==> src/source/buzzerPkg.sv <==
package buzzerPkg;

    localparam int NUM_VOICES = 4;

    typedef logic [15:0] toneCount_t;
    typedef logic [15:0] pulseCount_t;
    typedef logic [7:0]  regOffset_t;

    // Per-voice setup from the register block
    typedef struct packed {
        logic       enable;
        toneCount_t period;
        toneCount_t duty;
    } voiceCfg_t;

    // ----------------------------------------
    // Register map
    // ----------------------------------------
    localparam regOffset_t REG_CTRL       = 8'h00;
    localparam regOffset_t REG_PULSES     = 8'h04;
    localparam regOffset_t REG_VOICE_BASE = 8'h10;

    localparam int REG_VOICE_STRIDE = 8;
    localparam int REG_PERIOD       = 0;
    localparam int REG_DUTY         = 4;

    // CTRL bit positions, voice enables start at CTRL_VOICE_EN
    localparam int CTRL_ENABLE     = 0;
    localparam int CTRL_INVERT     = 1;
    localparam int CTRL_SOFT_RESET = 2;
    localparam int CTRL_VOICE_EN   = 8;

endpackage

==> src/source/pwmMixer.sv <==
`timescale 1ns/1ps

module pwmMixer (
    input  logic                             clk,
    input  logic                             RSTn,
    input  logic [buzzerPkg::NUM_VOICES-1:0] levels,
    input  logic                             enable,
    input  logic                             invert,
    input  logic                             clearPulses,
    output logic                             pwm,
    output buzzerPkg::pulseCount_t           pulseCount
);

    logic pwmPrev;
    logic rise;

    // Disabled output stays low whatever the polarity
    always_ff @(posedge clk or negedge RSTn) begin
        if (!RSTn) begin
            pwm     <= 1'b0;
            pwmPrev <= 1'b0;
        end else begin
            pwm     <= enable && ((|levels) ^ invert);
            pwmPrev <= pwm;
        end
    end

    assign rise = pwm && !pwmPrev;

    // ----------------------------------------
    // Pulse counter, saturating
    // ----------------------------------------
    always_ff @(posedge clk or negedge RSTn) begin
        if (!RSTn) begin
            pulseCount <= '0;
        end else if (clearPulses) begin
            pulseCount <= '0;
        end else if (rise && pulseCount != '1) begin
            pulseCount <= pulseCount + 1'b1;
        end
    end

endmodule

==> config.mk <==
export PLATFORM = sky130hd
export DESIGN_NAME = pwmMixer
export DESIGN_NICKNAME = d
export VERILOG_FILES = /design/src/source/buzzerPkg.sv /design/src/source/pwmMixer.sv
export SDC_FILE = /design/constraint.sdc
export NUM_CORES = 1
export LEC_CHECK = 0
export BUFFER_PORTS_ARGS = -buffer_cell sky130_fd_sc_hd__clkbuf_2
export CORE_UTILIZATION = 56
export DETAILED_ROUTE_END_ITERATION = 8
export PLACE_DENSITY = 0.86
export SLEW_MARGIN = 20
export SYNTH_ARGS = -nofsm -noshare
export SYNTH_HDL_FRONTEND = slang
export SYNTH_SLANG_ARGS = --single-unit
==> constraint.sdc <==
create_clock -name clk -period 4.1 [get_ports clk]
set_clock_uncertainty 0.1 [all_clocks]
set_input_delay 0.615 -clock clk [delete_from_list [all_inputs] [get_ports clk]]
set_output_delay 0.615 -clock clk [all_outputs]
set_load 0.005 [all_outputs]
==> insert_results.sql <==
INSERT INTO impl_metrics (metric_group, metric, value, unit) VALUES
('floorplanning', 'die_h', '46.1', 'um'),
('critical_path', 'crit_chain', 'ha_1 > and4_1 > nand4b_1 > or3_1 > a21oi_1', ''),
('critical_path', 'critPathArrivalTime', '1970', 'ps'),
('critical_path', 'cp.buffers_inverters', '0', ''),
('critical_path', 'peak_per_stage_delay_on_the_critical_path', '440', 'ps'),
('cts', 'cts-resized-gates', '0', ''),
('timing', 'setup_viol_count_final', '0', ''),
('critical_path', 'critical_path.startpoint', 'pulseCount[0]$_DFFE_PN0P_', ''),
('placement', 'detailed_placement_wirelength_estimate', '1610', 'um'),
('grt', 'antenna_found_initial', '0', ''),
('critical_path', 'required', '4220', 'ps'),
('cts', 'clock_sink_count', '18', ''),
('synth', 'post_synthesis_sequential_area_ratio', '0.413', ''),
('synth', 'synth_warnings', '0', ''),
('timing', 'tightest_pin_transition', '520', 'ps'),
('critical_path', 'cell_at_the_slowest_stage_of_the_critical_path', 'dfrtp_1', ''),
('placement', 'placedInstanceArea', '1210', 'um2'),
('floorplanning', 'design.die.area', '2130', 'um2'),
('drt', 'drt-total-wl', '2230', 'um'),
('cts', 'cts_hold_buf', '0', ''),
('critical_path', 'setup.worst_path.end_class', 'flop', ''),
('floorplanning', 'die-width', '46.1', 'um'),
('placement', 'post-place-cells', '155', ''),
('power', 'cellPowerDensity', '254', 'nW/um2'),
('synth', 'synth-async-reset-ratio', '1.00', ''),
('drt', 'routed-via-count', '930', ''),
('critical_path', 'critPathTopFamily', 'simple AND/OR/NAND/NOR gates', ''),
('drt', 'detailedRoute.firstPassIterationCount', '4', ''),
('grt', 'grt.total_usage', '0.244', ''),
('synth', 'syn-mean-instance-area', '9.83', 'um2'),
('worst_hold_path', 'class_of_the_worst_hold_path', 'input port to asynchronous set/reset pin', ''),
('finish', 'fillerInstances', '146', ''),
('drt', 'route.antenna.remaining_nets', '0', ''),
('finish', 'antennaDiodeCount', '0', ''),
('timing', 'max_clock_freq', '540', 'MHz'),
('floorplanning', 'initial_core_util', '0.612', ''),
('flow_run', 'cap_viol_max_count', '0', ''),
('cts', 'clockBufferDepth', '2', ''),
('synth', 'synth_top_flop_cell', 'dfrtp_1', ''),
('cts', 'post_cts_setup_repair_buffer_count', '0', ''),
('placement', 'io_buffer_count', '25', ''),
('timing', 'finalCriticalPeriod', '1850', 'ps'),
('drt', 'route.detailed.drc', '0', ''),
('floorplanning', 'placement_rows', '15', ''),
('synth', 'mappedNetlistArea', '1090', 'um2'),
('floorplanning', 'placeableCoreArea', '1780', 'um2'),
('critical_path', 'reg2reg_from', 'pulseCount[0]$_DFFE_PN0P_', ''),
('timing', 'finalCritPeriodShare', '0.452', ''),
('placement', 'place_congestion', '0.843', ''),
('synth', 'synth-edff-count', '0', ''),
('critical_path', 'cp_max_fo', '12', ''),
('cts', 'worstSkewPairLatency', '290', 'ps'),
('drt', 'number_of_design_rule_violations_left_by_the_first_detailed_router_iteration', '19', ''),
('grt', 'grt_first_pass_wirelength', '3640', 'um'),
('finish', 'nNetsFinal', '145', ''),
('cts', 'cts_inserted_buffers', '3', ''),
('timing', 'final-max-slew-violation-count', '0', ''),
('drt', 'wl_per_cell', '14.0', 'um'),
('drt', 'via_count_normalized_by_instance_count', '5.85', ''),
('timing', 'finalSetupTns', '0', 'ps'),
('synth', 'postSynthNetCount', '121', ''),
('synth', 'syn_inst', '111', ''),
('floorplanning', 'io_pins', '26', ''),
('power', 'ir_drop_worst_vdd', '0.229', 'mV'),
('synth', 'synth_cell_types', '30', ''),
('cts', 'worst_setup_hold_path_clk_slew', '110', 'ps'),
('timing', 'hold_viol', '0', ''),
('critical_path', 'crit_type', 'flop to flop', ''),
('grt', 'pin_count_of_the_biggest_net_entering_global_routing', '28', ''),
('run_status', 'outcome', 'completed', ''),
('timing', 'grt_setup_unrepaired', 'false', ''),
('cts', 'cts_root_buf', 'clkbuf_4', ''),
('cts', 'cts_tree', 'built', ''),
('cts', 'htree_num_levels', '1', ''),
('finish', 'instances_no_fill', '159', ''),
('finish', 'drive_above_1_share', '0.313', ''),
('finish', 'fin_area', '1250', 'um2'),
('critical_path', 'cp-start-kind', 'flop', ''),
('timing', 'final.hold.worst_slack', '145', 'ps'),
('synth', 'synth-seq-cells', '18', ''),
('timing', 'slew-limit-headroom', '0.650', ''),
('grt', 'grt_overflow_total', '0', ''),
('critical_path', 'timing.reg2reg.setup_slack', '2250', 'ps'),
('finish', 'flow.area_growth_from_synthesis', '14.2', '%'),
('power', 'static-leakage-power', '0.572', 'nW'),
('grt', 'number_of_global_route_vias_before_repair', '830', '');
## flip-flops by register name (all words and copies together), names as in the netlist
name and cells:
pulseCount 16, pwm 1, pwmPrev 1
## layout by cell type, fill, tap and decap left out, types with 2 or more instances in the layout
cell and count:
mux2_2 9, and4_4 2, nand4b_1 3, o31ai_1 4, or4_1 2, nand3_1 4
nand4_1 3, dfrtp_1 18, nor2b_1 10, and2_1 3, clkbuf_4 3, nand2_1 5
or3_1 3, o21ai_0 2, nand2b_1 3, clkbuf_2 25, a21oi_1 12, nor2_1 10
## worst reg2reg max path, delay by kind of cell, from the launching register on
| kind | cells | cell delay, ps |
|---|---|---|
| fa+ha+maj | 1 | 230 |
| flops | 1 | 440 |
| simple gates | 3 | 860 |
| compound gates | 1 | 150 |
## cells in the mapped netlist (2+ instances only)
| library cell | count | area [um2] |
|---|---|---|
| nor2b_1 | 10 | 62.6 |
| nand2_1 | 5 | 18.8 |
| nand4_1 | 3 | 18.8 |
| o21ai_0 | 2 | 10.0 |
| nand3_1 | 4 | 20.0 |
| and4_4 | 2 | 22.5 |
| o31ai_1 | 4 | 30.0 |
| or4_1 | 2 | 15.0 |
| nand2b_1 | 3 | 18.8 |
| clkbuf_1 | 4 | 15.0 |
| and2_1 | 3 | 18.8 |
| dfrtp_1 | 18 | 450 |
| a21oi_1 | 12 | 60.1 |
| buf_6 | 2 | 22.5 |
| mux2_2 | 9 | 101 |
| or3_1 | 3 | 18.8 |
| nand4b_1 | 3 | 26.3 |
| nor2_1 | 10 | 37.5 |
## worst paths after layout
check / end / depth (start not counted)
max: pulseCount[15]$_DFFE_PN0P_ / 5
min: pulseCount[8]$_DFFE_PN0P_ / 1
max reg2reg: pulseCount[15]$_DFFE_PN0P_ / 5
min reg2reg: pwmPrev$_DFF_PN0_ / 0
max in group asynchronous: pwmPrev$_DFF_PN0_ / 1
min in group clk: pwmPrev$_DFF_PN0_ / 0
## layer usage
metal | vias to the layer above | wire length (um) | track usage | part of all wire
met4 | 0 | 53 | 0.129 | 0.024
met2 | 29 | 1160 | 0.417 | 0.52
met3 | 6 | 73 | 0.0549 | 0.033
met5 | - | 0 | 0 | 0
met1 | 447 | 941 | 0.280 | 0.42
li1 | 448 | - | - | -
## stage by stage
step / worst slack (ps) / utilization / power (mW)
2_1_floorplan: 2220 / - / 0.197
5_1_grt: 2100 / 0.699 / 0.333
4_1_cts: 2260 / 0.699 / 0.320
6_report: 2250 / 0.699 / 0.316
3_5_place_dp: 2260 / 0.679 / 0.208
3_3_place_gp: 2340 / 0.679 / 0.206
## cells by family after synthesis
kind of cell / after synthesis / share of synthesized area
and+or+nand+nor: 54 / 0.297
AOI/OAI and AO/OA: 20 / 0.124
DFF: 18 / 0.413
muxes: 11 / 0.112
buffers and inverters: 6 / 0.0344
xor gates and xnor gates: 1 / 0.00803
adders and majority gates: 1 / 0.0115
## area by class of cell
class	instances	area, um2	area share
Clock buffer	4	36.3	0.0291
Multi-Input combinational cell	87	603	0.484
Sequential cell	18	450	0.361
Tap cell	25	31.3	0.0251
Timing Repair Buffer	25	125	0.100
## where the power goes
group | internal, mW | switching, mW | total, mW
combinational | 0.00930 | 0.0119 | 0.0212
clock | 0.0541 | 0.0585 | 0.113
sequential | 0.180 | 0.00281 | 0.183
Power figures use the tool's default switching activity.
