===== src/source/socPkg.sv =====
package socPkg;

    // ----------------------------------------
    // AHB-lite bus types
    // ----------------------------------------
    typedef logic [31:0] ahbAddr_t;
    typedef logic [31:0] ahbData_t;
    typedef logic [1:0]  ahbTrans_t;
    typedef logic [2:0]  ahbSize_t;

    localparam ahbTrans_t TRANS_IDLE   = 2'b00;
    localparam ahbTrans_t TRANS_NONSEQ = 2'b10;

    localparam ahbSize_t SIZE_BYTE = 3'd0;
    localparam ahbSize_t SIZE_HALF = 3'd1;
    localparam ahbSize_t SIZE_WORD = 3'd2;

    // Master to slave, ready is the global HREADY
    typedef struct packed {
        logic      sel;
        ahbAddr_t  addr;
        ahbTrans_t trans;
        logic      write;
        ahbSize_t  size;
        ahbData_t  wdata;
        logic      ready;
    } ahbReq_t;

    typedef struct packed {
        ahbData_t rdata;
        logic     readyOut;
    } ahbResp_t;

    // ----------------------------------------
    // Memory map and RAM
    // ----------------------------------------
    // Set selects the buzzer registers, clear the RAM
    localparam int REG_REGION_BIT = 30;

    // Word address bits, 4 KB
    localparam int RAM_ADDR_BITS = 10;

    typedef logic [RAM_ADDR_BITS-1:0] ramAddr_t;
    typedef logic [3:0]               byteEn_t;

    typedef enum logic {
        ramIdle,
        ramWritePending
    } ramPhase_t;

endpackage


===== src/source/ahbRam.sv =====
`timescale 1ns/1ps

module ahbRam (
    input  logic             clk,
    input  logic             RSTn,
    input  socPkg::ahbReq_t  req,
    output socPkg::ahbResp_t resp,
    output socPkg::ramAddr_t wrAddr,
    output socPkg::ahbData_t wrData,
    output socPkg::byteEn_t  wrEn,
    output socPkg::ramAddr_t rdAddr,
    input  socPkg::ahbData_t rdData
);

    socPkg::ramPhase_t phase;
    socPkg::ramAddr_t  reqWord;
    socPkg::ramAddr_t  rdAddrQ;
    socPkg::byteEn_t   byteEnQ;
    logic              accept;
    logic              hazard;

    // Byte lanes from transfer size and the low address bits
    function automatic socPkg::byteEn_t laneMask(socPkg::ahbSize_t size, logic [1:0] offset);
        case (size)
            socPkg::SIZE_BYTE: return socPkg::byteEn_t'(1) << offset;
            socPkg::SIZE_HALF: return offset[1] ? 4'b1100 : 4'b0011;
            socPkg::SIZE_WORD: return 4'b1111;
            default:           return 4'b0000;
        endcase
    endfunction

    assign accept  = req.sel && req.trans == socPkg::TRANS_NONSEQ && req.ready;
    assign reqWord = req.addr[socPkg::RAM_ADDR_BITS+1:2];

    // ----------------------------------------
    // Phase machine
    // ----------------------------------------
    always_ff @(posedge clk or negedge RSTn) begin
        if (!RSTn) begin
            phase  <= socPkg::ramIdle;
            hazard <= 1'b0;
        end else begin
            // Read of the word being written this cycle would see old data
            hazard <= accept && !req.write && phase == socPkg::ramWritePending
                      && reqWord == wrAddr;
            if (req.ready) begin
                phase <= (accept && req.write) ? socPkg::ramWritePending : socPkg::ramIdle;
            end
        end
    end

    // Address phase capture
    always_ff @(posedge clk) begin
        if (accept) begin
            rdAddrQ <= reqWord;
            if (req.write) begin
                wrAddr  <= reqWord;
                byteEnQ <= laneMask(req.size, req.addr[1:0]);
            end
        end
    end

    // Write data arrives in the data phase, already on its lanes
    assign wrEn   = (phase == socPkg::ramWritePending) ? byteEnQ : '0;
    assign wrData = req.wdata;

    // Replay the stalled read once the write has landed
    assign rdAddr        = hazard ? rdAddrQ : reqWord;
    assign resp.rdata    = rdData;
    assign resp.readyOut = !hazard;

    // Each write strobe belongs to a write address phase one cycle earlier
    assert property (@(posedge clk) disable iff (!RSTn)
        (wrEn != '0) |-> (phase == socPkg::ramWritePending) && $past(accept && req.write));

endmodule


===== config.mk =====
export PLATFORM = sky130hd
export DESIGN_NAME = ahbRam
export DESIGN_NICKNAME = d
export VERILOG_FILES = /design/src/source/socPkg.sv /design/src/source/ahbRam.sv
export SDC_FILE = /design/constraint.sdc
export NUM_CORES = 1
export LEC_CHECK = 0
export BUFFER_PORTS_ARGS = -buffer_cell sky130_fd_sc_hd__buf_2
export CAP_MARGIN = 20
export CORE_MARGIN = 4
export CORE_UTILIZATION = 30
export CTS_CLUSTER_DIAMETER = 200
export DETAILED_ROUTE_END_ITERATION = 8
export PLACE_DENSITY = 0.78
export SYNTH_ARGS = -nofsm -noshare
export SYNTH_HDL_FRONTEND = slang
export SYNTH_SLANG_ARGS = --single-unit

===== constraint.sdc =====
create_clock -name clk -period 1.1 [get_ports clk]
set_input_delay 0.165 -clock clk [delete_from_list [all_inputs] [get_ports clk]]
set_output_delay 0.165 -clock clk [all_outputs]
set_load 0.02 [all_outputs]

==> impl_metrics.json <==
{
  "status": "finished, violations left",
  "violations": "negative setup slack",
  "synthAdderAreaFrac_pct": 0,
  "drive_gt1_share_pct": 60.00,
  "yosysWarnings": 0,
  "die_h_um": 81.18,
  "globalRouteOverflowTotal": 0,
  "finalNetCount": 237,
  "min_period_ns": 1.445,
  "synthesis.nets": 242,
  "fillers": 518,
  "p_sw_share_pct": 21.23,
  "clockPowerShare_pct": 27.5,
  "drt.antenna.violating_nets": 0,
  "slew_violations": 0,
  "cts_made_buffers": 3,
  "cts_tree": "done",
  "powerDensity_nw_per_um2": 1106,
  "clock_path_buffers": 2,
  "finalCritPeriodShare_pct": 131.4,
  "final_common_cell": "buf_2",
  "clk_pin_slew_ns": 0.08,
  "intPower_w": 0.001503,
  "required_ns": 0.94,
  "firstDrtPassIters": 4,
  "htree_levels": 1,
  "grt_pass1_vias": 933,
  "drc_errors": 0,
  "avgSynthCellArea_um2": 11.81,
  "fp.coreArea_um2": 5140,
  "row_count": 26,
  "yosysUniqueCellTypes": 19,
  "cap_violations": 0,
  "insertion_delay_ns": 0.26,
  "utilization_pct": 33.57,
  "ios": 195,
  "crit_arrival_ns": 1.28,
  "finalHoldViolCount": 0,
  "synth_seq_area_share_pct": 47.98,
  "fmax_mhz": 691.9,
  "syn_to_final_growth_pct": 7.398,
  "post-dp-hpwl_mm": 2.700,
  "portBuffers": 46,
  "gp_congestion": 0.7016,
  "antenna_found_initial": 0,
  "clock-sinks": 26,
  "num_vias": 863,
  "final_cell_mix": "buf_2 (31), edfxtp_1 (24), buf_6 (19)",
  "synth_area_leader_cell": "edfxtp_1",
  "vias_per_cell": 4.315,
  "setup_viol": 15,
  "hold_path.class": "in -> reg",
  "path_class": "reg -> out",
  "initial_core_util_pct": 31.26,
  "synth_mux_area_share_pct": 7.009,
  "antennaDiodeCount": 0,
  "p_leak_nw": 0.6952,
  "ys_ff_latch": 26,
  "fin_ws_ns": -0.3453,
  "min_from": "req[43]",
  "synth_xor_area_share_pct": 5.452,
  "synth_top_family_by_area": "buffers and inverters",
  "worst_r2r_path_depth": 3,
  "postRouteWirelength_mm": 3.389,
  "netlist.area_leader.share_pct": 44.86,
  "synthTopCellsByArea": "edfxtp_1 (45%), buf_4 (30%), mux2_2 (7.0%)",
  "whs_path_depth": 1,
  "syn_area_um2": 1607,
  "holdPathEnd": "wrAddr[2]$_DFFE_PP_",
  "reg2reg_to": "hazard$_DFF_PN0_",
  "worstSetupEndpointType": "output port",
  "grt_start_max_net_pins": 16,
  "track_usage_pct": 9.510,
  "synth_cells": 136,
  "critPathLaunchType": "flop",
  "drtIter0Drc": 44,
  "p_switching_w": 0.0004051,
  "finClkSkew_ns": 0.001642,
  "slew_headroom_pct": 85.72,
  "wl_per_cell_um": 16.95,
  "rsz0062_at_grt": "true",
  "pre_cts_slack_ns": -0.1122,
  "yosys.area_share.simple_pct": 5.607,
  "power_frac_comb_pct": 14.1,
  "worst_slew_pin_slew_ns": 0.2143,
  "path_max_fanout": 5,
  "die_w_um": 81.18,
  "cts-root-buf": "clkbuf_8",
  "vdd_drop_max_mv": 0.3856,
  "synth_compound_area_share_pct": 2.804,
  "r2r_slack_ns": 0.02,
  "die_area_um2": 6590,
  "pwr-share-seq_pct": 58.4,
  "grt_pass1_wl_mm": 4.698,
  "regToRegStartpoint": "wrAddr[3]$_DFFE_PP_"
}
-- registers in the layout, summed over array words and instances, names as in the netlist --
name / cells
byteEnQ: 4
hazard: 1
phase: 1
rdAddrQ: 10
wrAddr: 10
-- cells in the mapped netlist --
cell / n
a21o_1: 2
a21oi_1: 4
and2_1: 4
and2_2: 1
and4b_1: 1
buf_2: 1
buf_4: 64
dfrtp_1: 2
edfxtp_1: 24
inv_1: 4
mux2_2: 10
nand2b_1: 1
nand4_1: 2
nand4b_1: 1
nor2_1: 2
nor4_2: 1
o21ai_0: 2
xnor2_1: 9
xor2_1: 1
-- what timing repair did --
| action | in CTS | in global routing |
|---|---|---|
| hold buffers | 1 | 0 |
| setup buffers | 1 | 1 |
| setup endpoints to repair | 15 | 16 |
| hold endpoints to repair | 2 | 0 |
| pin swaps | 2 | 4 |
| gates resized for setup | 42 | 10 |
-- kinds of logic (layout without fill, tap and decap cells) --
logic type	after synthesis	after routing
muxes	10	10
xor gates and xnor gates	10	10
and+or+nand+nor	13	13
AOI/OAI and AO/OA	8	8
DFF	26	26
buffers and inverters	69	63
-- worst max-delay path, stage by stage (launching register included) --
cell and delay (ns):
dfrtp_2 0.44, buf_6 0.15, mux2_4 0.30, buf_6 0.13
-- power by group through the flow --
stage | sequential (W) | combinational (W) | clock, W
after CTS | 0.00111 | 0.000262 | 0.000545
after detailed placement | 0.00114 | 0.000213 | 0
after global placement | 0.00114 | 0.000208 | 0
after global routing | 0.00112 | 0.000290 | 0.000579
final | 0.00111 | 0.000268 | 0.000525
after floorplan | 0.00114 | 0.000441 | 0
-- stage by stage --
stage	power [W]	area, um2	setup TNS [ns]	std cells	hold WS, ns
after CTS	0.001922	1687	-3.934	199	0.1268
after floorplan	0.001584	1612	-0.4293	136	-0.1306
final	0.001908	1725	-3.711	200	0.1307
after detailed placement	0.001350	1489	-2.304	193	-0.04120
after global placement	0.001344	1489	-2.260	193	-0.04512
after global routing	0.001987	1725	-4.352	200	0.1267
-- how the worst max path moves through the flow --
stage	to	slack, ns	depth (start not counted)	start
finish	rdAddr[5]	-0.35	3	hazard$_DFF_PN0_
floorplan	byteEnQ[0]$_DFFE_PP_	-0.03	2	req[37]
global placement	wrAddr[8]$_DFFE_PP_	-0.12	3	req[37]
global route	rdAddr[1]	-0.38	3	hazard$_DFF_PN0_
CTS	rdAddr[0]	-0.37	3	hazard$_DFF_PN0_
detailed placement	wrAddr[8]$_DFFE_PP_	-0.11	3	req[37]
-- per-layer routing --
layer | vias up | track usage (%) | wire (um)
li1 | 382 | - | -
met1 | 404 | 8.162 | 1024
met2 | 61 | 18.31 | 1899
met3 | 16 | 3.769 | 372
met4 | 0 | 5.405 | 93
met5 | - | 0 | 0
-- final cells by class --
cell class	instances	area [um2]	area share, %
inverters	4	15.01	0.8702
well taps	70	87.58	5.076
multi-input cells	41	395.4	22.92
clock buffers	4	45.04	2.611
flip-flops and latches	26	773.2	44.82
repair buffers	55	409.1	23.71
Power figures use the tool's default switching activity.
