===== src/source/buzzerPkg.sv =====
package buzzerPkg;

    localparam int NUM_VOICES = 4;

    typedef logic [15:0] toneCount_t;
    typedef logic [15:0] pulseCount_t;
    typedef logic [7:0]  regOffset_t;

    // Per-voice setup from the register block
    typedef struct packed {
        logic       enable;
        toneCount_t period;
        toneCount_t duty;
    } voiceCfg_t;

    // ----------------------------------------
    // Register map
    // ----------------------------------------
    localparam regOffset_t REG_CTRL       = 8'h00;
    localparam regOffset_t REG_PULSES     = 8'h04;
    localparam regOffset_t REG_VOICE_BASE = 8'h10;

    localparam int REG_VOICE_STRIDE = 8;
    localparam int REG_PERIOD       = 0;
    localparam int REG_DUTY         = 4;

    // CTRL bit positions, voice enables start at CTRL_VOICE_EN
    localparam int CTRL_ENABLE     = 0;
    localparam int CTRL_INVERT     = 1;
    localparam int CTRL_SOFT_RESET = 2;
    localparam int CTRL_VOICE_EN   = 8;

endpackage


===== src/source/socPkg.sv =====
package socPkg;

    // ----------------------------------------
    // AHB-lite bus types
    // ----------------------------------------
    typedef logic [31:0] ahbAddr_t;
    typedef logic [31:0] ahbData_t;
    typedef logic [1:0]  ahbTrans_t;
    typedef logic [2:0]  ahbSize_t;

    localparam ahbTrans_t TRANS_IDLE   = 2'b00;
    localparam ahbTrans_t TRANS_NONSEQ = 2'b10;

    localparam ahbSize_t SIZE_BYTE = 3'd0;
    localparam ahbSize_t SIZE_HALF = 3'd1;
    localparam ahbSize_t SIZE_WORD = 3'd2;

    // Master to slave, ready is the global HREADY
    typedef struct packed {
        logic      sel;
        ahbAddr_t  addr;
        ahbTrans_t trans;
        logic      write;
        ahbSize_t  size;
        ahbData_t  wdata;
        logic      ready;
    } ahbReq_t;

    typedef struct packed {
        ahbData_t rdata;
        logic     readyOut;
    } ahbResp_t;

    // ----------------------------------------
    // Memory map and RAM
    // ----------------------------------------
    // Set selects the buzzer registers, clear the RAM
    localparam int REG_REGION_BIT = 30;

    // Word address bits, 4 KB
    localparam int RAM_ADDR_BITS = 10;

    typedef logic [RAM_ADDR_BITS-1:0] ramAddr_t;
    typedef logic [3:0]               byteEn_t;

    typedef enum logic {
        ramIdle,
        ramWritePending
    } ramPhase_t;

endpackage


===== src/source/buzzerRegs.sv =====
`timescale 1ns/1ps

module buzzerRegs (
    input  logic                                             clk,
    input  logic                                             RSTn,
    input  socPkg::ahbReq_t                                  req,
    output socPkg::ahbResp_t                                 resp,
    output buzzerPkg::voiceCfg_t [buzzerPkg::NUM_VOICES-1:0] voiceCfg,
    output logic                                             mixEnable,
    output logic                                             mixInvert,
    output logic                                             clearPulses,
    input  buzzerPkg::pulseCount_t                           pulseCount,
    output logic                                             sysRstn
);

    logic                              accept;
    logic                              dataActive;
    logic                              dataWrite;
    buzzerPkg::regOffset_t             dataOffset;
    logic                              regWrite;
    logic                              softReset;
    logic [buzzerPkg::NUM_VOICES-1:0]  voiceEn;
    buzzerPkg::toneCount_t             period [buzzerPkg::NUM_VOICES];
    buzzerPkg::toneCount_t             duty [buzzerPkg::NUM_VOICES];
    socPkg::ahbData_t                  readData;

    function automatic buzzerPkg::regOffset_t voiceOffset(int voice, int field);
        return buzzerPkg::regOffset_t'(buzzerPkg::REG_VOICE_BASE
                                       + voice * buzzerPkg::REG_VOICE_STRIDE + field);
    endfunction

    assign accept      = req.sel && req.trans == socPkg::TRANS_NONSEQ && req.ready;
    assign regWrite    = dataActive && dataWrite;
    assign softReset   = regWrite && dataOffset == buzzerPkg::REG_CTRL
                         && req.wdata[buzzerPkg::CTRL_SOFT_RESET];
    assign clearPulses = regWrite && dataOffset == buzzerPkg::REG_PULSES;

    // ----------------------------------------
    // System reset
    // ----------------------------------------
    // Low for one cycle after a soft reset write
    always_ff @(posedge clk or negedge RSTn) begin
        if (!RSTn) begin
            sysRstn <= 1'b0;
        end else begin
            sysRstn <= !softReset;
        end
    end

    // Data phase tracking
    always_ff @(posedge clk or negedge sysRstn) begin
        if (!sysRstn) begin
            dataActive <= 1'b0;
        end else if (req.ready) begin
            dataActive <= accept;
        end
    end

    always_ff @(posedge clk) begin
        if (accept) begin
            dataWrite  <= req.write;
            dataOffset <= buzzerPkg::regOffset_t'(req.addr);
        end
    end

    // ----------------------------------------
    // Control and voice registers
    // ----------------------------------------
    always_ff @(posedge clk or negedge sysRstn) begin
        if (!sysRstn) begin
            mixEnable <= 1'b0;
            mixInvert <= 1'b0;
            voiceEn   <= '0;
            for (int v = 0; v < buzzerPkg::NUM_VOICES; v++) begin
                period[v] <= '0;
                duty[v]   <= '0;
            end
        end else if (regWrite) begin
            if (dataOffset == buzzerPkg::REG_CTRL) begin
                mixEnable <= req.wdata[buzzerPkg::CTRL_ENABLE];
                mixInvert <= req.wdata[buzzerPkg::CTRL_INVERT];
                voiceEn   <= req.wdata[buzzerPkg::CTRL_VOICE_EN +: buzzerPkg::NUM_VOICES];
            end
            for (int v = 0; v < buzzerPkg::NUM_VOICES; v++) begin
                if (dataOffset == voiceOffset(v, buzzerPkg::REG_PERIOD)) begin
                    period[v] <= buzzerPkg::toneCount_t'(req.wdata);
                end
                if (dataOffset == voiceOffset(v, buzzerPkg::REG_DUTY)) begin
                    duty[v] <= buzzerPkg::toneCount_t'(req.wdata);
                end
            end
        end
    end

    // Readback, soft reset bit always reads 0
    always_comb begin
        readData = '0;
        if (dataOffset == buzzerPkg::REG_CTRL) begin
            readData[buzzerPkg::CTRL_ENABLE] = mixEnable;
            readData[buzzerPkg::CTRL_INVERT] = mixInvert;
            readData[buzzerPkg::CTRL_VOICE_EN +: buzzerPkg::NUM_VOICES] = voiceEn;
        end
        if (dataOffset == buzzerPkg::REG_PULSES) begin
            readData = socPkg::ahbData_t'(pulseCount);
        end
        for (int v = 0; v < buzzerPkg::NUM_VOICES; v++) begin
            if (dataOffset == voiceOffset(v, buzzerPkg::REG_PERIOD)) begin
                readData = socPkg::ahbData_t'(period[v]);
            end
            if (dataOffset == voiceOffset(v, buzzerPkg::REG_DUTY)) begin
                readData = socPkg::ahbData_t'(duty[v]);
            end
        end
    end

    assign resp.rdata    = readData;
    assign resp.readyOut = 1'b1;

    always_comb begin
        for (int v = 0; v < buzzerPkg::NUM_VOICES; v++) begin
            voiceCfg[v].enable = voiceEn[v];
            voiceCfg[v].period = period[v];
            voiceCfg[v].duty   = duty[v];
        end
    end

endmodule


===== config.mk =====
export PLATFORM = sky130hd
export DESIGN_NAME = buzzerRegs
export DESIGN_NICKNAME = d
export VERILOG_FILES = /design/src/source/buzzerPkg.sv /design/src/source/socPkg.sv /design/src/source/buzzerRegs.sv
export SDC_FILE = /design/constraint.sdc
export NUM_CORES = 1
export LEC_CHECK = 0
export BUFFER_PORTS_ARGS = -buffer_cell sky130_fd_sc_hd__buf_4
export CAP_MARGIN = 25
export CELL_PAD_IN_SITES_DETAIL_PLACEMENT = 1
export CELL_PAD_IN_SITES_GLOBAL_PLACEMENT = 1
export CORE_ASPECT_RATIO = 0.9
export CORE_MARGIN = 1.5
export CORE_UTILIZATION = 43
export CTS_BUF_LIST = sky130_fd_sc_hd__clkbuf_4
export CTS_CLUSTER_SIZE = 16
export DETAILED_ROUTE_END_ITERATION = 7
export PLACE_DENSITY_LB_ADDON = 0.15
export SLEW_MARGIN = 0
export SYNTH_ARGS = -nofsm -noshare
export SYNTH_HDL_FRONTEND = slang
export SYNTH_SLANG_ARGS = --single-unit

===== constraint.sdc =====
create_clock -name clk -period 7.2 [get_ports clk]
set_input_delay 0.72 -clock clk [delete_from_list [all_inputs] [get_ports clk]]
set_output_delay 0.72 -clock clk [all_outputs]
set_load 0.1 [all_outputs]

==> flow_summary.toml <==
[clock_network]
htreeDepth = 4
cts.sinks = 145
cts_resized = 0
tritoncts = "built"
clock_path_buffers = 2
root_buffer = "clkbuf_4"
cts_made_buffers = 17
clk_pin_slew_worst_paths_ns = 0.13
clock_latency_ns = 0.57

[global_route]
grt_pass1_wl_um = 38300
grt_max_degree = 77
grt_pass1_vias = 6320
grt_antenna_before_repair = 1
grt_usage_pct = 29.1
grt-ovfl-total = 0

[timing]
finalHoldViolations = 0
clock.fmax_mhz = 220
worst_slew_pin_slew_ns = 1.12
period_needed_ns = 4.55
final.setup.tns_ns = 0
setup_viol = 0
report.final.slew_viol_count = 0
fin_skew_ns = 0.0229
fin_crit_sh_pct = 63.2
hold_ws_ns = 0.213
fin_ws_ns = 2.65
rsz0062_at_grt = "no"
max-slew-margin-rel_pct = 25.5

[die]
coreArea_um2 = 16300
dieArea_um2 = 17700
rows = 44
die-width_um = 140
pin_count = 259
initial_utilization_pct = 44.5
die_y_um = 126

[routing]
drc_errors = 14
vias = 6009
post_drt_wl_per_cell_um = 25.4
wirelength_um = 25400
dr.pass1.iters = 8
first_iter_violations = 457
drt.antenna.violating_nets = 0
vias_per_cell = 6.00

[layout]
drive_gt1_share_pct = 49.4
design_area_um2 = 9270
fin_nets = 871
areaGrowthSynthToFinish_pct = 27.7

[critical_path]
required_ns = 6.48
r2r-end = "voiceCfg[110]$_DFFE_PN0P_"
cp-startpoint = "dataOffset[5]$_DFFE_PP_"
cp-end-kind = "primary output"
crit_fanout = 17
cp-endpoint = "resp[7]"
timing.rr.start = "dataOffset[5]$_DFFE_PP_"
rr_worst_depth = 5
worstPathArrival_ns = 3.83
path_class = "reg2out"
critPathLaunchType = "flip-flop"
reg2reg_slack_ns = 3.45

[place]
place_congestion = 0.842
place_area_um2 = 8910
dp_hpwl_um = 17500
io_buffers = 198
place_ws_ns = 3.29

[yosys]
yosysTopAreaCell = "dfrtp_1"
synth_edf_count = 9
netlist_instances = 590
seq_area_frac_synth_pct = 50.6
ys_top_cells_by_area = "dfrtp_1 47%, mux2_2 20%, edfxtp_1 3.7%"
ys_warn_count = 0
synthTopCellsByCount = "136 x dfrtp_1, 129 x mux2_2, 24 x nand2_1, 22 x a21oi_1"
synth_top_cell_area_share_pct = 46.9
synth.ff_latch_count = 145
synth_cell_type_count = 63
async_flop_share_pct = 93.8
avgSynthCellArea_um2 = 12.3
synthMostInstantiatedCell = "dfrtp_1"
synth-main-ff-cell = "dfrtp_1"
synth_area_um2 = 7260

[run_status]
violations = "DRC"
status = "finished with violations"

[power]
fin_total_pwr_mw = 1.96
powerDensity_nw_per_um2 = 211
leakagePower_nw = 4.01
ir_drop_mv = 0.165

[hold_path]
hold_class = "reg2async"

[flow_run]
max_cap_violations = 0
[area by class of cell]
class / instances / area (um^2)
well taps: 207 / 259
repair buffers: 213 / 1670
clock inverters: 12 / 168
fillers: 1711 / 7020
flip-flops and latches: 145 / 3680
inverters: 9 / 33.8
diodes: 1 / 2.50
clock buffers: 19 / 143
multi-input cells: 395 / 3320
[state kept, by name (all words and copies together) (netlist names)]
register	flops
mixInvert	1
voiceCfg	128
sysRstn	1
dataOffset	8
dataActive	1
mixEnable	1
voiceEn	4
dataWrite	1
[cell families (layout without fill, tap and decap cells)]
family / count (synthesis) / count (layout) / synth area share (%)
muxes: 158 / 158 / 25.0
DFF: 145 / 145 / 50.6
AOI/OAI and AO/OA: 114 / 114 / 11.2
and+or+nand+nor: 106 / 106 / 8.65
buffers and inverters: 65 / 253 / 4.48
other: 2 / 18 / 0.103
[repair_timing]
item / 4_1_cts / 5_1_grt
hold buffers: 1 / 0
endpoints found under the hold margin: 1 / 0
buffers inserted: 0 / 0
[metrics by stage]
step | cells | util [%]
final | 1001 | 56.9
after CTS | 998 | 56.7
after floorplan | 605 | -
after global placement | 962 | 54.2
after detailed placement | 966 | 54.7
after global routing | 1001 | 56.9
[where the power goes]
| part | switching [mW] | internal [mW] | total (mW) |
|---|---|---|---|
| clock network | 0.303 | 0.278 | 0.581 |
| logic | 0.376 | 0.104 | 0.480 |
| registers | 0.0364 | 0.860 | 0.896 |
[cell usage in the layout (no fill, tap or decap), types with 4 or more instances in the layout]
cell type  instances
clkbuf_4          19
conb_1            17
o22ai_1            8
nand3_1            8
a22oi_1            9
buf_4            207
nand3b_1           4
dfrtp_1          135
edfxtp_1           9
o2111ai_1          5
o211ai_1           6
or3b_2             4
a211o_1            6
a21oi_1           22
nand2_1           24
mux4_2             4
o21ai_0           18
nor3_1             5
mux2_1            15
inv_1              8
or3_1              6
mux2_2           129
a211oi_1           6
bufinv_16          4
nor2_1            21
mux2i_1           10
nor4_1             6
[worst min-delay path by stage]
stage               slack (ns)  cells past startpoint                 endpoint                    from
floorplan                 0.42                      0        sysRstn$_DFF_PN0_                    RSTn
CTS                       0.29                      1  dataOffset[5]$_DFFE_PP_                 req[44]
detailed placement        0.50                      1        sysRstn$_DFF_PN0_                    RSTn
finish                    0.21                      0  voiceCfg[2]$_DFFE_PN0P_       sysRstn$_DFF_PN0_
global route              0.23                      0  voiceCfg[2]$_DFFE_PN0P_       sysRstn$_DFF_PN0_
global placement          0.46                      1   dataActive$_DFFE_PN0P_  dataActive$_DFFE_PN0P_
[metal layers]
metal / wire length [um] / track usage (%)
met2: 12300 / 46.8
met1: 10700 / 38.5
met4: 586 / 9.16
met3: 1840 / 7.76
met5: 0 / 0
[critical path, stage by stage (launching register included)]
cell and delay (ns):
edfxtp_1 0.78, or4b_2 0.74, nor2_1 0.57, buf_4 0.31, o21ai_0 0.11, a222oi_1 0.39
buf_4 0.36
(Power assumes the default switching activity.)
