===== src/source/buzzerPkg.sv =====
package buzzerPkg;

    localparam int NUM_VOICES = 4;

    typedef logic [15:0] toneCount_t;
    typedef logic [15:0] pulseCount_t;
    typedef logic [7:0]  regOffset_t;

    // Per-voice setup from the register block
    typedef struct packed {
        logic       enable;
        toneCount_t period;
        toneCount_t duty;
    } voiceCfg_t;

    // ----------------------------------------
    // Register map
    // ----------------------------------------
    localparam regOffset_t REG_CTRL       = 8'h00;
    localparam regOffset_t REG_PULSES     = 8'h04;
    localparam regOffset_t REG_VOICE_BASE = 8'h10;

    localparam int REG_VOICE_STRIDE = 8;
    localparam int REG_PERIOD       = 0;
    localparam int REG_DUTY         = 4;

    // CTRL bit positions, voice enables start at CTRL_VOICE_EN
    localparam int CTRL_ENABLE     = 0;
    localparam int CTRL_INVERT     = 1;
    localparam int CTRL_SOFT_RESET = 2;
    localparam int CTRL_VOICE_EN   = 8;

endpackage


===== src/source/toneVoice.sv =====
`timescale 1ns/1ps

module toneVoice (
    input  logic                 clk,
    input  logic                 RSTn,
    input  buzzerPkg::voiceCfg_t cfg,
    output logic                 level
);

    buzzerPkg::toneCount_t count;

    // Period counter, 0 to period-1
    always_ff @(posedge clk or negedge RSTn) begin
        if (!RSTn) begin
            count <= '0;
        end else if (!cfg.enable) begin
            count <= '0;
        end else if (count >= cfg.period - 1'b1) begin
            count <= '0;
        end else begin
            count <= count + 1'b1;
        end
    end

    // High for the first duty counts of each period
    assign level = cfg.enable && count < cfg.duty;

    // Counter stays inside the period once the period has settled
    assert property (@(posedge clk) disable iff (!RSTn)
        cfg.enable && cfg.period != '0 && $stable(cfg.period) |-> count < cfg.period);

endmodule


===== config.mk =====
export PLATFORM = sky130hd
export DESIGN_NAME = toneVoice
export DESIGN_NICKNAME = d
export VERILOG_FILES = /design/src/source/buzzerPkg.sv /design/src/source/toneVoice.sv
export SDC_FILE = /design/constraint.sdc
export NUM_CORES = 1
export LEC_CHECK = 0
export ABC_AREA = 1
export BUFFER_PORTS_ARGS = -buffer_cell sky130_fd_sc_hd__buf_4
export CORE_UTILIZATION = 61
export CTS_CLUSTER_DIAMETER = 40
export DETAILED_ROUTE_END_ITERATION = 10
export PLACE_DENSITY = 0.9
export SYNTH_ARGS = -nofsm -noshare
export SYNTH_HDL_FRONTEND = slang
export SYNTH_SLANG_ARGS = --single-unit
export TNS_END_PERCENT = 30

===== constraint.sdc =====
create_clock -name clk -period 2.7 [get_ports clk]
set_input_delay 0.405 -clock clk [delete_from_list [all_inputs] [get_ports clk]]
set_output_delay 0.405 -clock clk [all_outputs]
set_load 0.01 [all_outputs]

==> impl_metrics.env, run 1 <==
export IMPL_status="completed"
export IMPL_gr_total_overflow=0
export IMPL_required_ns=2.87
export IMPL_die_w_um=58.30
export IMPL_layout_common_cells="53 x nand2_1, 46 x inv_1, 36 x buf_4, 34 x nor2_1, 33 x ha_1"
export IMPL_swShare=0.2891
export IMPL_syn_area_per_cell_sq_um=7.267
export IMPL_crit_family="simple AND/OR/NAND/NOR gates"
export IMPL_crit_arrival_ns=2.44
export IMPL_crit_fanout=16
export IMPL_synthDistinctLibCells=26
export IMPL_crit_path_start_kind="primary input"
export IMPL_first_global_vias=1571
export IMPL_setup_tns_ns=0
export IMPL_hold_buffers=1
export IMPL_cts_tree="yes"
export IMPL_syn_to_final_growth_pct=17.48
export IMPL_cp_end_kind="flip-flop"
export IMPL_fmax_mhz=441.1
export IMPL_final_max_slew_viol_count=0
export IMPL_antenna_found_initial=0
export IMPL_yosys_warnings=0
export IMPL_num_nets_final=375
export IMPL_syn_area_sq_um=1933
export IMPL_slew_headroom=0.7657
export IMPL_synth_yosys_seq_area_share=0.2071
export IMPL_min_period_ns=2.267
export IMPL_place_port_buffers=35
export IMPL_rows=20
export IMPL_p_leak_nw=1.250
export IMPL_cts_made_buffers=3
export IMPL_place_inst=345
export IMPL_skew_ns=0.0005545
export IMPL_grt_pass1_wl_um=6417
export IMPL_ios=36
export IMPL_reg2reg_depth=8
export IMPL_ctsResizeCount=0
export IMPL_async_flop_share=1.000
export IMPL_dp_hpwl_um=3124
export IMPL_final_setup_worst_slack_ns=0.4331
export IMPL_final_common_cell="nand2_1"
export IMPL_die_h_um=58.30
export IMPL_cellPowerDensity_nw_per_um2=229.1
export IMPL_synthFlopType="dfrtp_1"
export IMPL_p_int_uw=369.9
export IMPL_critPathBufInv=3
export IMPL_path_clk_slew_ns=0.08
export IMPL_grt_start_max_net_pins=17
export IMPL_track_usage=0.2446
export IMPL_drc_errors=0
export IMPL_via_per_inst=4.900
export IMPL_seq_power_share=0.480
export IMPL_drtIter0Drc=59
export IMPL_clkLatencyLatePin_ns=0.28
export IMPL_finalSetupViolations=0
export IMPL_cap_violations=0
export IMPL_rsz0062_at_grt="false"
export IMPL_drt_wl_total_um=3631
export IMPL_dr_pass1_iters=4
export IMPL_crit_type="in2reg"
export IMPL_worstMarginPinSlew_ns=0.3488
export IMPL_synth_edf_count=0
export IMPL_regMostFlops="count"
export IMPL_post_cts_setup_buffers=0
export IMPL_fp_coreArea_sq_um=3028
export IMPL_p_switching_uw=150.4
export IMPL_diodes=0
export IMPL_cts_sinks=16
export IMPL_ant_nets=0
export IMPL_wire_per_inst_um=10.40
export IMPL_pre_cts_ws_ns=0.1081
export IMPL_syn_inst=266
export IMPL_synthesis_nets=334
export IMPL_period_share=0.8396
export IMPL_largest_registers="count: 16 flops"
export IMPL_routabilityCongestion=0.8296
export IMPL_fin_util=0.7500
export IMPL_die_area_sq_um=3398
export IMPL_worst_path_stages=14
export IMPL_clockPowerShare=0.229
export IMPL_hp_class="in2async"
export IMPL_crit_top_cell="nand2_1"
export IMPL_htreeDepth=1
export IMPL_largest_register_ffs=16
export IMPL_ir_drop_v=0.0002672
export IMPL_initial_core_util=0.6384
export IMPL_drive_above_1_share=0.1934
export IMPL_finish_cell_count_without_fillers=349
export IMPL_clk_path_buf_depth=2
export IMPL_cp_slowest_stage_delay_ns=0.28
export IMPL_pwr_share_comb=0.291
export IMPL_finalPower_uw=520.3
export IMPL_vias=1710
export IMPL_path_cells="buf_4 > inv_1 > ha_1 > nand2_1 > nor2_4 > nand4_1 > xor2_1 > inv_1 > ha_1 > nand2_1 > nor4_2 > nand2_1 > nand2_4 > nor2_1"
export IMPL_cp_slowest_cell="nor4_2"
export IMPL_hold_violations=0
export IMPL_cts_root_buffer="clkbuf_4"
export IMPL_synth_seq_cells=16
==> power by group through the flow <==
stage	Clock [mW]	Combinational, mW	Sequential, mW
finish	0.119	0.152	0.250
global route	0.137	0.176	0.250
CTS	0.124	0.154	0.250
detailed placement	0	0.152	0.254
global placement	0	0.144	0.254
floorplan	0	0.0895	0.253
==> cells in the mapped netlist (4+ instances only) <==
library cell	count	area (sq um)
nor2_1	34	127.6
nor2_2	9	56.30
nor3_1	4	20.02
inv_1	46	172.7
a21oi_1	11	55.05
xor2_1	18	157.7
nand2_1	53	198.9
xnor2_1	8	70.07
nand3_1	11	55.05
dfrtp_1	16	400.4
ha_1	33	412.9
o21ai_0	5	25.02
==> routing by layer <==
metal  part of all wire  track usage
met1               0.45       0.2877
met3              0.032      0.04615
met2               0.51       0.4614
met5                  0            0
met4             0.0080      0.05102
==> logic make-up after synthesis <==
family | after synthesis | synth area share
buf+inv | 47 | 0.09968
compound gates | 19 | 0.05631
flops | 16 | 0.2071
xor+xnor | 26 | 0.1178
fa+ha+maj | 33 | 0.2136
simple gates | 125 | 0.3055
==> worst paths after layout <==
check / end / startpoint / slack, ns
max reg2reg: count[15]$_DFF_PN0_ / count[5]$_DFF_PN0_ / 1.03
max: count[15]$_DFF_PN0_ / cfg[16] / 0.43
max in group asynchronous: count[11]$_DFF_PN0_ / RSTn / 2.02
min: count[4]$_DFF_PN0_ / RSTn / 0.51
min in group clk: count[0]$_DFF_PN0_ / count[0]$_DFF_PN0_ / 0.53
min reg2reg: count[0]$_DFF_PN0_ / count[0]$_DFF_PN0_ / 0.53
==> metrics by stage <==
step | hold WS [ns] | instance area [sq um]
floorplan | 0.1094 | 1933
global placement | 0.2675 | 2238
detailed placement | 0.2737 | 2238
CTS | 0.5010 | 2271
global route | 0.5121 | 2271
finish | 0.5071 | 2271
==> layout make-up <==
cell class                 count  area, sq um
clock buffer                   3        22.52
inverter                      46        172.7
tap                           44        55.05
fill                         235        757.0
sequential                    16        400.4
timing repair buffer          37        280.3
multi-input combinational    203         1340
==> worst register-to-register path, delay by kind of cell, from the launching register on <==
family	cells	cell delay [ns]
compound gates	1	0.13
fa+ha+maj	1	0.34
flops	1	0.46
simple gates	6	0.67
Power figures use the tool's default switching activity.
==> inputs of run 2 (changes only) <==
CORE_UTILIZATION = 51   (was 61)
PLACE_DENSITY = 0.81   (was 0.9)
clock period = 1.91 ns   (was 2.7 ns; I/O delays follow)
==> run 2 against run 1 <==
Against the previous run: the flow now finishes with violations (setup timing); die area is 19% higher; sequential cell count stayed put; first-iteration DRC count is 61% lower; total power is 70% higher; sequential share of layout area is 2.5 points lower; clock skew hardly changed; register-to-register slack worse by 0.82 ns; non-clock buffer count is 27 higher; clock power is 110% higher; largest power group unchanged; highest routed layer unchanged; critical path depth is 1 higher; core utilization is 2.1 points lower.
==> impl_metrics.env, run 2 (synthesis results as in run 1) <==
export IMPL_crit_family="simple AND/OR/NAND/NOR gates"
export IMPL_cts_sinks=16
export IMPL_grt_start_max_net_pins=17
export IMPL_finalSetupViolations=17
export IMPL_cts_made_buffers=3
export IMPL_wire_per_inst_um=11.27
export IMPL_diodes=0
export IMPL_p_leak_nw=1.412
export IMPL_final_common_cell="buf_4"
export IMPL_place_inst=371
export IMPL_cp_slowest_stage_delay_ns=0.26
export IMPL_largest_registers="count: 16 flops"
export IMPL_die_w_um=63.57
export IMPL_final_setup_worst_slack_ns=-0.1224
export IMPL_rsz0062_at_grt="true"
export IMPL_dr_pass1_iters=4
export IMPL_crit_path_start_kind="primary input"
export IMPL_path_cells="buf_6 > clkinvlp_4 > ha_4 > nand2_4 > nor2_4 > nand4_1 > xor2_1 > inv_1 > ha_4 > nand2_4 > o21bai_1 > nand2_1 > a21oi_4 > nand2_4 > nor2_2"
export IMPL_worstMarginPinSlew_ns=0.2758
export IMPL_via_per_inst=4.919
export IMPL_cp_end_kind="flip-flop"
export IMPL_track_usage=0.2372
export IMPL_die_area_sq_um=4041
export IMPL_critPathBufInv=3
export IMPL_place_port_buffers=35
export IMPL_first_global_vias=1856
export IMPL_cap_violations=0
export IMPL_period_share=1.064
export IMPL_syn_to_final_growth_pct=37.99
export IMPL_path_clk_slew_ns=0.06
export IMPL_largest_register_ffs=16
export IMPL_final_max_slew_viol_count=0
export IMPL_pre_cts_ws_ns=-0.4400
export IMPL_dp_hpwl_um=3370
export IMPL_routabilityCongestion=0.7933
export IMPL_crit_type="in2reg"
export IMPL_ios=36
export IMPL_status="finished, violations left"
export IMPL_slew_headroom=0.8161
export IMPL_antenna_found_initial=0
export IMPL_cts_root_buffer="clkbuf_8"
export IMPL_clk_path_buf_depth=2
export IMPL_grt_pass1_wl_um=7645
export IMPL_hp_class="in2async"
export IMPL_htreeDepth=1
export IMPL_drive_above_1_share=0.3514
export IMPL_initial_core_util=0.5280
export IMPL_clkLatencyLatePin_ns=0.25
export IMPL_layout_common_cells="59 x buf_4, 49 x nand2_1, 41 x inv_1, 30 x ha_1, 22 x nor2_1"
export IMPL_hold_violations=0
export IMPL_crit_arrival_ns=2.22
export IMPL_min_period_ns=2.032
export IMPL_num_nets_final=403
export IMPL_cp_slowest_cell="ha_4"
export IMPL_fmax_mhz=492.0
export IMPL_finish_cell_count_without_fillers=381
export IMPL_vias=1874
export IMPL_required_ns=2.10
export IMPL_gr_total_overflow=0
export IMPL_crit_fanout=8
export IMPL_cts_tree="yes"
export IMPL_rows=22
export IMPL_crit_top_cell="nand2_4"
export IMPL_fp_coreArea_sq_um=3661
export IMPL_regMostFlops="count"
export IMPL_drt_wl_total_um=4295
export IMPL_violations="setup timing"
export IMPL_cellPowerDensity_nw_per_um2=331.2
export IMPL_ant_nets=0
export IMPL_drc_errors=0
export IMPL_drtIter0Drc=23
export IMPL_ir_drop_v=0.0004003
export IMPL_die_h_um=63.57
export IMPL_skew_ns=0.0003529
export IMPL_nFillCells=306
## run 2: layout make-up
cell class / instances / area (sq um) / share of cell area
Tap cell: 48 / 60.06 / 0.02251
Sequential cell: 16 / 404.1 / 0.1515
Inverter: 46 / 176.4 / 0.06613
Multi-Input combinational cell: 204 / 1488 / 0.5577
Timing Repair Buffer: 64 / 498.0 / 0.1867
Clock buffer: 3 / 41.29 / 0.01548
## run 2: worst paths after layout
check	cells after the start	startpoint	endpoint	slack, ns
max reg2reg	9	count[5]$_DFF_PN0_	count[9]$_DFF_PN0_	0.21
min in group clk	1	count[0]$_DFF_PN0_	count[0]$_DFF_PN0_	0.55
min reg2reg	1	count[0]$_DFF_PN0_	count[0]$_DFF_PN0_	0.55
max	15	cfg[16]	count[9]$_DFF_PN0_	-0.12
min	2	RSTn	count[4]$_DFF_PN0_	0.44
max in group asynchronous	2	RSTn	count[9]$_DFF_PN0_	1.27
## run 2: through the flow
step / hold WS [ns] / setup TNS [ns] / util / cell area, sq um / total power [mW]
finish: 0.4418 / -1.630 / 0.7286 / 2668 / 0.8835
global placement: 0.1513 / -5.235 / 0.6719 / 2460 / 0.5972
global route: 0.4448 / -4.403 / 0.7286 / 2668 / 0.9444
floorplan: -0.009091 / -1.666 / - / 1984 / 0.4911
detailed placement: 0.1597 / -6.628 / 0.6719 / 2460 / 0.6090
CTS: 0.4412 / -1.316 / 0.7221 / 2644 / 0.8828
## run 2: layer usage
metal / wire length, um / GRT usage / vias to the layer above / part of all wire
li1: - / - / 978 / -
met2: 2207 / 0.4481 / 39 / 0.51
met4: 41 / 0.03693 / 0 / 0.0095
met3: 126 / 0.04529 / 6 / 0.029
met1: 1920 / 0.2757 / 851 / 0.45
met5: 0 / 0 / - / 0
## run 2: what timing repair did
| action | CTS | global route |
|---|---|---|
| pin swaps | 22 | 13 |
| gates resized for setup | 26 | 8 |
| hold buffers | 1 | 0 |
| hold endpoints to repair | 16 | 0 |
| setup buffers | 5 | 0 |
| cloned | 1 | 0 |
| setup endpoints to repair | 17 | 17 |
## run 2: worst register-to-register path, cell delays in order, from the launching register on
cell	delay [ns]
dfrtp_1	0.37
buf_4	0.15
ha_1	0.30
a21oi_1	0.13
nor2_1	0.06
nor3_1	0.15
nand2_1	0.10
nand2_2	0.12
nand2_4	0.13
nor2_2	0.12
## run 2: power by group
part / internal (mW) / switching (mW) / leakage [nW] / total [mW]
logic: 0.142 / 0.135 / 1.17 / 0.277
registers: 0.345 / 0.00835 / 0.216 / 0.353
clock network: 0.140 / 0.113 / 0.0216 / 0.253
==> inputs of run 3 (changes only) <==
CORE_UTILIZATION = 45   (was 51)
PLACE_DENSITY = 0.73   (was 0.81)
==> run 3 against run 2 <==
Against the previous run: the flow still finishes with violations (setup timing); clock-buffer cell count increased by 1; register-to-register slack got worse by 0.04 ns; design area increased by 0.84%; critical path type unchanged.
==> impl_metrics.env, run 3 (synthesis results as in run 1) <==
export IMPL_status="finished, violations left"
export IMPL_violations="setup timing"
export IMPL_initial_core_util=0.4764
export IMPL_drt_wl_total_um=4400
export IMPL_via_per_inst=4.779
export IMPL_cp_end_kind="flip-flop"
export IMPL_cp_slowest_stage_delay_ns=0.26
export IMPL_largest_register_ffs=16
export IMPL_num_nets_final=404
export IMPL_crit_fanout=8
export IMPL_cp_slowest_cell="ha_1"
export IMPL_path_clk_slew_ns=0.06
export IMPL_drtIter0Drc=41
export IMPL_largest_registers="count: 16 flops"
export IMPL_drive_above_1_share=0.3463
export IMPL_path_cells="buf_6 > nor2_4 > nand3_2 > nor3_4 > buf_4 > buf_4 > xor2_1 > ha_1 > a21oi_1 > o21ai_1 > a21oi_4 > nand2_4 > nor2_1"
export IMPL_r2r_end="count[15]$_DFF_PN0_"
export IMPL_die_h_um=67.54
export IMPL_endpoint="count[15]$_DFF_PN0_"
export IMPL_rrSetupSlack_ns=0.17
export IMPL_cts_sinks=16
export IMPL_rsz0062_at_grt="true"
export IMPL_crit_path_start_kind="primary input"
export IMPL_fmax_mhz=471.4
export IMPL_crit_type="in2reg"
export IMPL_dp_hpwl_um=3396
export IMPL_cts_tree="yes"
export IMPL_die_w_um=67.54
export IMPL_grt_pass1_wl_um=7238
export IMPL_final_setup_worst_slack_ns=-0.2112
export IMPL_slew_headroom=0.8344
export IMPL_final_max_slew_viol_count=0
export IMPL_fp_coreArea_sq_um=4058
export IMPL_ios=36
export IMPL_fin_util=0.6630
export IMPL_routabilityCongestion=0.8478
export IMPL_antenna_found_initial=0
export IMPL_crit_arrival_ns=2.31
export IMPL_crit_top_cell="buf_4"
export IMPL_vias=1840
export IMPL_clk_path_buf_depth=2
export IMPL_min_period_ns=2.121
export IMPL_gr_total_overflow=0
export IMPL_clkLatencyLatePin_ns=0.25
export IMPL_syn_to_final_growth_pct=39.16
export IMPL_pre_cts_ws_ns=-0.4888
export IMPL_p_leak_nw=1.422
export IMPL_cellPowerDensity_nw_per_um2=342.7
export IMPL_hp_class="in2async"
export IMPL_regMostFlops="count"
export IMPL_layout_common_cells="61 x buf_4, 49 x nand2_1, 43 x inv_1, 28 x ha_1, 24 x nor2_1"
export IMPL_finalSetupViolations=17
export IMPL_finalPower_uw=922.0
export IMPL_first_global_vias=1752
export IMPL_htreeDepth=1
export IMPL_diodes=0
export IMPL_reg2reg_from="count[11]$_DFF_PN0_"
export IMPL_rows=23
export IMPL_cts_made_buffers=3
export IMPL_nFillCells=357
export IMPL_cts_root_buffer="clkbuf_8"
export IMPL_setup_tns_ns=-3.082
export IMPL_dr_pass1_iters=4
export IMPL_required_ns=2.09
export IMPL_period_share=1.111
export IMPL_worstMarginPinSlew_ns=0.2468
export IMPL_die_area_sq_um=4562
export IMPL_final_common_cell="buf_4"
export IMPL_place_port_buffers=35
export IMPL_grt_start_max_net_pins=17
export IMPL_drc_errors=0
export IMPL_cap_violations=0
export IMPL_ir_drop_v=0.0004761
export IMPL_hold_violations=0
export IMPL_ant_nets=0
export IMPL_wire_per_inst_um=11.43
export IMPL_skew_ns=0.001083
export IMPL_worst_setup_path_startpoint="cfg[23]"
export IMPL_track_usage=0.2098
export IMPL_reg2reg_depth=7
## run 3: layout make-up
class / count / area (sq um) / area share
flip-flops and latches: 16 / 402.9 / 0.1498
clock buffers: 4 / 55.05 / 0.02047
inverters: 46 / 176.4 / 0.06558
well taps: 50 / 62.56 / 0.02326
repair buffers: 65 / 501.7 / 0.1865
multi-input cells: 204 / 1491 / 0.5544
## run 3: power breakdown
| part | switching [mW] | total (mW) | internal [mW] |
|---|---|---|---|
| combinational | 0.132 | 0.270 | 0.138 |
| clock | 0.117 | 0.300 | 0.183 |
| sequential | 0.00783 | 0.352 | 0.344 |
## run 3: worst min-delay path by stage
stage	from	slack, ns	end
finish	RSTn	0.43	count[0]$_DFF_PN0_
global route	RSTn	0.44	count[3]$_DFF_PN0_
CTS	RSTn	0.43	count[2]$_DFF_PN0_
detailed placement	RSTn	0.16	count[0]$_DFF_PN0_
global placement	RSTn	0.16	count[0]$_DFF_PN0_
floorplan	RSTn	-0.009	count[0]$_DFF_PN0_
## run 3: routing by layer
metal,global-route usage,wire (um),vias up
met5,0,0,-
met4,0.01596,0,0
met3,0.03547,201,0
met2,0.3886,2268,39
met1,0.2595,1931,816
li1,-,-,985
## run 3: critical path, delay by kind of cell
kind	cells	cell delay [ns]
AOI/OAI and AO/OA	3	0.52
adders and majority gates	1	0.26
xor gates and xnor gates	1	0.16
and+or+nand+nor	5	0.74
buffers and inverters	3	0.34
## run 3: per-stage QoR
| stage | cells | cell area (sq um) | hold WS, ns |
|---|---|---|---|
| floorplan | 266 | 1984 | -0.009091 |
| global placement | 372 | 2455 | 0.1558 |
| detailed placement | 372 | 2455 | 0.1557 |
| CTS | 381 | 2618 | 0.4327 |
| global route | 385 | 2690 | 0.4390 |
| finish | 385 | 2690 | 0.4287 |
## run 3: repair_timing
action / in CTS / in global routing
pin swaps: 12 / 9
hold buffers: 1 / 0
gates resized for setup: 17 / 11
hold endpoints to repair: 16 / 0
endpoints found under the setup margin: 17 / 17
cloned: 1 / 0
buffers inserted: 3 / 4
